$ cat src/rtl/issue_pkg.sv
`default_nettype none

package issue_pkg;

   // ************************************************************************
   // Datapath sizes
   // ************************************************************************
   localparam int data_w       = 32;
   localparam int tag_w        = 6;
   localparam int queue_depth  = 4;
   localparam int ptr_w        = $clog2(queue_depth);
   localparam int cnt_w        = $clog2(queue_depth + 1);
   localparam int mult_latency = 3;    // Start edge to result edge.

   // ************************************************************************
   // Opcodes
   // ************************************************************************
   typedef enum logic [3:0] {
      OP_ADD = 4'h0,
      OP_SUB = 4'h1,
      OP_AND = 4'h2,
      OP_OR  = 4'h3,
      OP_XOR = 4'h4,
      OP_SLT = 4'h5,     // Signed compare.
      OP_MUL = 4'h6
   } op_e;

endpackage

`default_nettype wire

$ cat src/rtl/apb_regs_pkg.sv
`default_nettype none

package apb_regs_pkg;

   localparam int apb_addr_w = 4;
   localparam int apb_data_w = 32;

   // Register map.
   localparam logic [apb_addr_w-1:0] reg_rs     = 4'h0;
   localparam logic [apb_addr_w-1:0] reg_rt     = 4'h4;
   localparam logic [apb_addr_w-1:0] reg_cmd    = 4'h8;
   localparam logic [apb_addr_w-1:0] reg_status = 4'hC;

   // Command word fields.
   localparam int cmd_op_lsb  = 0;
   localparam int cmd_tag_lsb = 8;

endpackage

`default_nettype wire

$ cat src/rtl/issue_if.sv
`timescale 1ns/100ps
`default_nettype none

// Instruction handshake between dispatch, queue and issue unit.
interface issue_if import issue_pkg::*; ();
   logic              valid;
   logic              ready;
   op_e               opcode;
   logic [data_w-1:0] rs;
   logic [data_w-1:0] rt;
   logic [tag_w-1:0]  tag;

   modport producer (output valid, opcode, rs, rt, tag, input ready);
   modport consumer (input valid, opcode, rs, rt, tag, output ready);
endinterface

interface exec_if import issue_pkg::*; ();
   logic              start;   // No ready here.
   op_e               opcode;
   logic [data_w-1:0] rs;
   logic [data_w-1:0] rt;
   logic [tag_w-1:0]  tag;

   modport issuer (output start, opcode, rs, rt, tag);
   modport unit   (input start, opcode, rs, rt, tag);
endinterface

interface cdb_if import issue_pkg::*; ();
   logic              valid;
   logic [data_w-1:0] data;
   logic [tag_w-1:0]  tag;
   logic              carry;
   logic              overflow;

   modport source (output valid, data, tag, carry, overflow);
   modport sink   (input valid, data, tag, carry, overflow);
endinterface

`default_nettype wire

$ cat src/rtl/exec_int.sv
`timescale 1ns/100ps
`default_nettype none

module exec_int import issue_pkg::*; (
   input  logic   clk,
   input  logic   arst_n,
   exec_if.unit   req,
   cdb_if.source  res
);
   logic [data_w:0]   sum;
   logic [data_w:0]   diff;
   logic              slt;
   logic [data_w-1:0] result;
   logic              carry;
   logic              overflow;

   assign sum  = {1'b0, req.rs} + {1'b0, req.rt};
   assign diff = {1'b0, req.rs} + {1'b0, ~req.rt} + 1'b1;  // Carry out is not borrow.
   assign slt  = $signed(req.rs) < $signed(req.rt);

   always_comb begin
      result   = '0;
      carry    = 1'b0;
      overflow = 1'b0;
      case (req.opcode)
         OP_ADD: begin
            result   = sum[data_w-1:0];
            carry    = sum[data_w];
            overflow = (req.rs[data_w-1] == req.rt[data_w-1]) &
                       (sum[data_w-1] != req.rs[data_w-1]);
         end
         OP_SUB: begin
            result   = diff[data_w-1:0];
            carry    = diff[data_w];
            overflow = (req.rs[data_w-1] != req.rt[data_w-1]) &
                       (diff[data_w-1] != req.rs[data_w-1]);
         end
         OP_AND:  result = req.rs & req.rt;
         OP_OR:   result = req.rs | req.rt;
         OP_XOR:  result = req.rs ^ req.rt;
         OP_SLT:  result = {{(data_w-1){1'b0}}, slt};
         default: result = '0;
      endcase
   end

   always_ff @(posedge clk or negedge arst_n) begin
      if (!arst_n) res.valid <= 1'b0;
      else         res.valid <= req.start;
   end

   always_ff @(posedge clk) begin
      if (req.start) begin
         res.data     <= result;
         res.tag      <= req.tag;
         res.carry    <= carry;
         res.overflow <= overflow;
      end
   end

endmodule

`default_nettype wire

$ cat src/rtl/exec_mult.sv
`timescale 1ns/100ps
`default_nettype none

module exec_mult import issue_pkg::*; (
   input  logic   clk,
   input  logic   arst_n,
   exec_if.unit   req,
   cdb_if.source  res
);
   logic [data_w-1:0]       a_q;
   logic [data_w-1:0]       b_q;
   logic [data_w-1:0]       p_ll;         // Low halves product.
   logic [data_w/2-1:0]     p_x;          // Cross terms, low half only.
   logic [data_w-1:0]       prod_q;
   logic [mult_latency-1:0] vld;
   logic [tag_w-1:0]        tag_q [mult_latency];

   always_ff @(posedge clk or negedge arst_n) begin
      if (!arst_n) vld <= '0;
      else         vld <= {vld[mult_latency-2:0], req.start};
   end

   always_ff @(posedge clk) begin
      tag_q[0] <= req.tag;
      for (int i = 1; i < mult_latency; i++)
         tag_q[i] <= tag_q[i-1];
   end

   always_ff @(posedge clk) begin
      a_q    <= req.rs;                                              // Stage 1.
      b_q    <= req.rt;
      p_ll   <= a_q[data_w/2-1:0] * b_q[data_w/2-1:0];               // Stage 2.
      p_x    <= a_q[data_w/2-1:0] * b_q[data_w-1:data_w/2] +
                a_q[data_w-1:data_w/2] * b_q[data_w/2-1:0];
      prod_q <= p_ll + {p_x, {(data_w/2){1'b0}}};                   // Stage 3.
   end

   assign res.valid    = vld[mult_latency-1];
   assign res.data     = prod_q;
   assign res.tag      = tag_q[mult_latency-1];
   assign res.carry    = 1'b0;
   assign res.overflow = 1'b0;

endmodule

`default_nettype wire

$ cat src/rtl/issue_unit.sv
`timescale 1ns/100ps
`default_nettype none

module issue_unit import issue_pkg::*; (
   input  logic              clk,
   input  logic              arst_n,
   issue_if.consumer         in,
   output logic              cdb_valid,
   output logic [data_w-1:0] cdb_data,
   output logic [tag_w-1:0]  cdb_tag,
   output logic              cdb_carry,
   output logic              cdb_overflow
);
   logic                    head_mul;
   logic                    pop;
   logic [mult_latency-2:0] mult_due;

   exec_if int_req ();
   exec_if mul_req ();
   cdb_if  int_res ();
   cdb_if  mul_res ();

   // ************************************************************************
   // Issue and CDB slot reservation
   // ************************************************************************
   assign head_mul = (in.opcode == OP_MUL);

   // Top bit set means a multiply lands in the slot an ALU op would take.
   assign in.ready = head_mul | ~mult_due[mult_latency-2];
   assign pop      = in.valid & in.ready;

   always_ff @(posedge clk or negedge arst_n) begin
      if (!arst_n)
         mult_due <= '0;
      else
         mult_due <= (mult_due << 1) | (mult_latency-1)'(pop & head_mul);
   end

   assign int_req.start  = pop & ~head_mul;
   assign int_req.opcode = in.opcode;
   assign int_req.rs     = in.rs;
   assign int_req.rt     = in.rt;
   assign int_req.tag    = in.tag;

   assign mul_req.start  = pop & head_mul;
   assign mul_req.opcode = in.opcode;
   assign mul_req.rs     = in.rs;
   assign mul_req.rt     = in.rt;
   assign mul_req.tag    = in.tag;

   exec_int exec_int_inst (
      .clk    (clk),
      .arst_n (arst_n),
      .req    (int_req.unit),
      .res    (int_res.source)
   );

   exec_mult exec_mult_inst (
      .clk    (clk),
      .arst_n (arst_n),
      .req    (mul_req.unit),
      .res    (mul_res.source)
   );

   // ************************************************************************
   // CDB select
   // ************************************************************************
   assign cdb_valid = int_res.valid | mul_res.valid;

   always_comb begin
      if (mul_res.valid) begin
         cdb_data     = mul_res.data;
         cdb_tag      = mul_res.tag;
         cdb_carry    = mul_res.carry;
         cdb_overflow = mul_res.overflow;
      end else begin
         cdb_data     = int_res.data;
         cdb_tag      = int_res.tag;
         cdb_carry    = int_res.carry;
         cdb_overflow = int_res.overflow;
      end
   end

endmodule

`default_nettype wire

$ cat src/rtl/issue_queue.sv
`timescale 1ns/100ps
`default_nettype none

module issue_queue import issue_pkg::*; (
   input  logic             clk,
   input  logic             arst_n,
   issue_if.consumer        in,
   issue_if.producer        out,
   output logic [cnt_w-1:0] count
);
   logic              push;
   logic              pop;
   logic [ptr_w-1:0]  wr_ptr;
   logic [ptr_w-1:0]  rd_ptr;
   op_e               op_mem  [queue_depth];
   logic [data_w-1:0] rs_mem  [queue_depth];
   logic [data_w-1:0] rt_mem  [queue_depth];
   logic [tag_w-1:0]  tag_mem [queue_depth];

   assign push = in.valid & in.ready;
   assign pop  = out.valid & out.ready;

   assign in.ready  = (count != cnt_w'(queue_depth));
   assign out.valid = (count != '0);      // Head is never the entry written this cycle.

   always_ff @(posedge clk or negedge arst_n) begin
      if (!arst_n) begin
         wr_ptr <= '0;
         rd_ptr <= '0;
         count  <= '0;
      end else begin
         if (push) wr_ptr <= wr_ptr + 1'b1;
         if (pop)  rd_ptr <= rd_ptr + 1'b1;
         case ({push, pop})
            2'b10:   count <= count + 1'b1;
            2'b01:   count <= count - 1'b1;
            default: count <= count;
         endcase
      end
   end

   always_ff @(posedge clk) begin
      if (push) begin
         op_mem[wr_ptr]  <= in.opcode;
         rs_mem[wr_ptr]  <= in.rs;
         rt_mem[wr_ptr]  <= in.rt;
         tag_mem[wr_ptr] <= in.tag;
      end
   end

   assign out.opcode = op_mem[rd_ptr];
   assign out.rs     = rs_mem[rd_ptr];
   assign out.rt     = rt_mem[rd_ptr];
   assign out.tag    = tag_mem[rd_ptr];

endmodule

`default_nettype wire

$ cat src/rtl/apb_dispatch.sv
`timescale 1ns/100ps
`default_nettype none

module apb_dispatch import issue_pkg::*, apb_regs_pkg::*; (
   input  logic                  clk,
   input  logic                  arst_n,
   input  logic [apb_addr_w-1:0] paddr,
   input  logic                  psel,
   input  logic                  penable,
   input  logic                  pwrite,
   input  logic [apb_data_w-1:0] pwdata,
   output logic [apb_data_w-1:0] prdata,
   output logic                  pready,
   output logic                  pslverr,
   issue_if.producer             q,
   input  logic [cnt_w-1:0]      count
);
   logic              access;
   logic              addr_ok;
   logic              op_ok;
   logic              cmd_wr;
   logic [data_w-1:0] rs_q;
   logic [data_w-1:0] rt_q;

   assign access = psel & penable;
   assign addr_ok = (paddr == reg_rs) | (paddr == reg_rt) |
                    (paddr == reg_cmd) | (paddr == reg_status);
   assign cmd_wr = access & pwrite & (paddr == reg_cmd);

   always_comb begin
      case (pwdata[cmd_op_lsb +: 4])
         OP_ADD, OP_SUB, OP_AND, OP_OR, OP_XOR, OP_SLT, OP_MUL: op_ok = 1'b1;
         default: op_ok = 1'b0;
      endcase
   end

   // ************************************************************************
   // Operand registers
   // ************************************************************************
   always_ff @(posedge clk or negedge arst_n) begin
      if (!arst_n) begin
         rs_q <= '0;
         rt_q <= '0;
      end else if (access && pwrite) begin
         if (paddr == reg_rs) rs_q <= pwdata;
         if (paddr == reg_rt) rt_q <= pwdata;
      end
   end

   // Push happens at the edge that completes the command write.
   assign q.valid  = cmd_wr & op_ok;
   assign q.opcode = op_e'(pwdata[cmd_op_lsb +: 4]);
   assign q.tag    = pwdata[cmd_tag_lsb +: tag_w];
   assign q.rs     = rs_q;
   assign q.rt     = rt_q;

   assign pready  = ~(cmd_wr & op_ok & ~q.ready);     // Stall while full.
   assign pslverr = access & (~addr_ok | (pwrite & (paddr == reg_status)) |
                              (cmd_wr & ~op_ok));

   always_comb begin
      case (paddr)
         reg_rs:     prdata = rs_q;
         reg_rt:     prdata = rt_q;
         reg_status: prdata = {{(apb_data_w - cnt_w){1'b0}}, count};
         default:    prdata = '0;
      endcase
   end

endmodule

`default_nettype wire

$ cat src/rtl/issue_top.sv
`timescale 1ns/100ps
`default_nettype none

module issue_top import issue_pkg::*, apb_regs_pkg::*; (
   input  logic                  clk,
   input  logic                  arst_n,
   input  logic [apb_addr_w-1:0] paddr,
   input  logic                  psel,
   input  logic                  penable,
   input  logic                  pwrite,
   input  logic [apb_data_w-1:0] pwdata,
   output logic [apb_data_w-1:0] prdata,
   output logic                  pready,
   output logic                  pslverr,
   output logic                  cdb_valid,
   output logic [data_w-1:0]     cdb_data,
   output logic [tag_w-1:0]      cdb_tag,
   output logic                  cdb_carry,
   output logic                  cdb_overflow
);
   logic [cnt_w-1:0] count;

   issue_if disp_q ();     // Dispatch to queue.
   issue_if q_iu ();       // Queue to issue unit.

   apb_dispatch apb_dispatch_inst (
      .clk     (clk),
      .arst_n  (arst_n),
      .paddr   (paddr),
      .psel    (psel),
      .penable (penable),
      .pwrite  (pwrite),
      .pwdata  (pwdata),
      .prdata  (prdata),
      .pready  (pready),
      .pslverr (pslverr),
      .q       (disp_q.producer),
      .count   (count)
   );

   issue_queue issue_queue_inst (
      .clk    (clk),
      .arst_n (arst_n),
      .in     (disp_q.consumer),
      .out    (q_iu.producer),
      .count  (count)
   );

   issue_unit issue_unit_inst (
      .clk          (clk),
      .arst_n       (arst_n),
      .in           (q_iu.consumer),
      .cdb_valid    (cdb_valid),
      .cdb_data     (cdb_data),
      .cdb_tag      (cdb_tag),
      .cdb_carry    (cdb_carry),
      .cdb_overflow (cdb_overflow)
   );

endmodule

`default_nettype wire

$ cat config.mk
export PLATFORM = sky130hd
export DESIGN_NAME = issue_top
export DESIGN_NICKNAME = d
export VERILOG_FILES = /design/src/rtl/issue_pkg.sv /design/src/rtl/apb_regs_pkg.sv /design/src/rtl/issue_if.sv /design/src/rtl/exec_int.sv /design/src/rtl/exec_mult.sv /design/src/rtl/issue_unit.sv /design/src/rtl/issue_queue.sv /design/src/rtl/apb_dispatch.sv /design/src/rtl/issue_top.sv
export SDC_FILE = /design/constraint.sdc
export NUM_CORES = 2
export LEC_CHECK = 0
export ABC_AREA = 1
export BUFFER_PORTS_ARGS = -buffer_cell sky130_fd_sc_hd__buf_4
export CAP_MARGIN = 10
export CORE_UTILIZATION = 35
export CTS_CLUSTER_SIZE = 16
export DETAILED_ROUTE_END_ITERATION = 8
export HOLD_SLACK_MARGIN = 0.02
export PLACE_DENSITY = 0.59
export SLEW_MARGIN = 10
export SYNTH_ARGS = -nofsm -noshare
export SYNTH_HDL_FRONTEND = slang
export SYNTH_SLANG_ARGS = --single-unit
$ cat constraint.sdc
create_clock -name clk -period 12.95 [get_ports clk]
set_input_delay 1.295 -clock clk [delete_from_list [all_inputs] [get_ports clk]]
set_output_delay 1.295 -clock clk [all_outputs]
set_load 0.01 [all_outputs]
==> results.toml <==
[place]
dpl.hpwl_um = 92050
place_inst = 6374
globalplace.congestion = 0.9409
port_buffers = 115

[synthesis]
yosys_most_used_dff = "edfxtp_1"
syn-mean-instance-area_um2 = 8.830
synthAdderAreaFrac_pct = 27.22
muxShareOfSynthArea_pct = 0
yosysWarnings = 0
synth_top_family_by_area = "adder cells"
synth_compound_area_share_pct = 9.125
synth_edf_count = 336
syn_inst = 4800
synth_cell_type_count = 59
syn-num-nets = 5534
yosysSeqAreaShare_pct = 35.89
syn_area_mm2 = 0.04238
async_flop_share_pct = 13.09
synth-xor-area-share_pct = 1.715
ys_ff_latch = 573
synth-simple-area-share_pct = 15.15

[clocking]
cts_buffers = 59
post_cts_buffers = 0
clock-root-buffer = "clkbuf_16"
h-tree-depth = 2
cts_resized = 0
numClockSinks = 573
cts_max_path_buffers = 3
clk_pin_slew_ns = 0.06
holdBufCountCts = 0
clock_latency_ns = 0.68
cts_tree = "yes"

[worst_setup_path]
arrival_ns = 7.05
worstPathMaxFanout = 17
cp-start-kind = "flop"
path_class = "reg2reg"
crit_path_end_kind = "flop"
critPathRequiredTime_ns = 13.49
ff2ff_path_depth = 24

[final_layout]
final_util_pct = 39.12
diodes = 0
final_cell_mix = "nand2_1, inv_1, fa_1, edfxtp_1, ha_1"
fin_cells = 6486
layout.nets = 5557
area_growth_pct = 10.75
drive_gt1_share_pct = 6.524
layout_commonest_cell = "nand2_1"

[grt]
grt_usage_pct = 20.31
grt_first_pass_wirelength_um = 189900
grt_pass1_vias = 31590
grt_overflow_total = 0
antenna_found_initial = 2
grt_max_degree = 83

[worst_hold_path]
whs_path_depth = 0
hold_path.class = "reg2reg"

[floorplan]
die_w_um = 350.0
fp.dieH_um = 350.0
start_util_pct = 35.33
rows = 127
io-pin-count = 116
die-area_mm2 = 0.1225
core_area_mm2 = 0.1200

[timing]
period_share_pct = 50.27
timing.fmax_ghz = 0.1536
grt_setup_unrepaired = "false"
fin_worst_skew_ns = 0.04672
worst_pin_slew_ns = 1.142
fin_tns_setup_ns = 0
min_period_ns = 6.509
finalSetupViolCount = 0
slew_violations = 0
hold_viol = 0
relSlewSlack_pct = 23.85

[run_status]
run_status = "complete, no violations"

[drt]
detail-route-antenna-nets = 0
wire_per_inst_um = 19.05
route.detailed.drc = 0
via_count = 31900
wl_um = 123600
dr.pass1.iters = 6
via_per_inst = 4.919
drt_iter0_markers = 2325

[job]
maxCapViolCount = 0
==> cells in the mapped netlist, types with 64 or more instances <==
| cell type | number | area share [%] |
|---|---|---|
| a32oi_1 | 64 | 1.3 |
| nor2_1 | 140 | 1.2 |
| inv_1 | 976 | 8.6 |
| nand3_1 | 135 | 1.6 |
| ha_1 | 311 | 9.2 |
| a21oi_1 | 226 | 2.7 |
| dfrtp_1 | 75 | 4.4 |
| o21ai_0 | 173 | 2.0 |
| edfxtp_1 | 336 | 24 |
| dfxtp_1 | 162 | 7.7 |
| clkbuf_1 | 148 | 1.3 |
| fa_1 | 382 | 18 |
| nand2_1 | 1261 | 11 |
==> cells by family after synthesis <==
kind of cell | after synthesis
xor gates and xnor gates | 83
and+or+nand+nor | 1613
DFF | 573
adders and majority gates | 693
AOI/OAI and AO/OA | 637
buffers and inverters | 1201
==> worst max-delay path, stage by stage (launching register included) <==
cell and delay (ns):
dfxtp_1 0.69, buf_4 0.33, nand2_1 0.11, fa_1 0.47, fa_1 0.51, inv_1 0.06, fa_1 0.49, inv_1 0.05
fa_1 0.53, inv_1 0.05, fa_1 0.50, fa_1 0.43, fa_1 0.49, inv_1 0.05, fa_1 0.53, inv_1 0.04
ha_1 0.34, nand2_1 0.10, nor2_1 0.06, nand2_1 0.06, o211ai_1 0.08, a31oi_1 0.21, inv_1 0.06, nand3_1 0.08
nand2_1 0.05
==> metal layers <==
| layer | share of wire [%] | track usage [%] | routed length [µm] |
|---|---|---|---|
| met5 | 0 | 0 | 0 |
| met4 | 2.7 | 5.380 | 3356 |
| met3 | 6.1 | 2.594 | 7485 |
| met2 | 46 | 33.12 | 57030 |
| met1 | 45 | 28.32 | 55680 |
==> sequential cells by signal, summed over array words and instances, names as in the netlist <==
signal,count
apb_dispatch_inst.q.rs,32
issue_unit_inst.exec_mult_inst.vld,2
issue_unit_inst.exec_int_inst.res.valid,1
issue_unit_inst.exec_int_inst.res.tag,6
issue_unit_inst.exec_mult_inst.b_q,32
issue_unit_inst.exec_mult_inst.p_ll,32
issue_queue_inst.rs_mem,128
issue_queue_inst.op_mem,16
issue_queue_inst.wr_ptr,2
issue_unit_inst.exec_mult_inst.tag_q,18
issue_queue_inst.rd_ptr,2
apb_dispatch_inst.q.rt,32
issue_unit_inst.exec_int_inst.res.carry,1
issue_queue_inst.rt_mem,128
issue_queue_inst.count,3
issue_unit_inst.exec_int_inst.res.data,32
issue_unit_inst.exec_mult_inst.res.data,32
issue_unit_inst.exec_mult_inst.a_q,32
issue_unit_inst.mult_due,1
issue_queue_inst.tag_mem,24
issue_unit_inst.exec_int_inst.res.overflow,1
issue_unit_inst.exec_mult_inst.p_x,16
==> worst paths after layout <==
path,endpoint,slack (ns),start
worst max-delay path,issue_unit_inst.exec_mult_inst.p_x[15],6.44,issue_unit_inst.exec_mult_inst.b_q[4]
worst min-delay path,issue_unit_inst.exec_mult_inst.tag_q[0][13],0.32,issue_unit_inst.exec_mult_inst.tag_q[0][7]
worst max register to register,issue_unit_inst.exec_mult_inst.p_x[15],6.44,issue_unit_inst.exec_mult_inst.b_q[4]
worst min register to register,issue_unit_inst.exec_mult_inst.tag_q[0][13],0.32,issue_unit_inst.exec_mult_inst.tag_q[0][7]
max in group asynchronous,issue_queue_inst.rd_ptr[0],11.29,arst_n
min in group asynchronous,apb_dispatch_inst.q.rt[22],0.47,arst_n
==> stage by stage <==
step,worst slack [ns],hold slack [ns],cell area (µm²)
floorplan,6.843,0.3096,42380
global placement,6.529,0.3100,44860
detailed placement,6.473,0.3121,44860
CTS,6.470,0.3231,46940
global route,6.033,0.3259,46940
finish,6.441,0.3188,46940
==> final cells by class <==
| type | count | area, µm² |
|---|---|---|
| fillers | 12000 | 73030 |
| multi-input cells | 3026 | 22610 |
| flip-flops and latches | 573 | 15210 |
| inverters | 990 | 3721 |
| well taps | 1612 | 2017 |
| clock buffers | 77 | 1635 |
| repair buffers | 173 | 1299 |
| clock inverters | 35 | 442.9 |
Power is left out: the tool's default activity adds up to more than one toggle a clock period on the data nets, which glitch-free logic cannot reach.
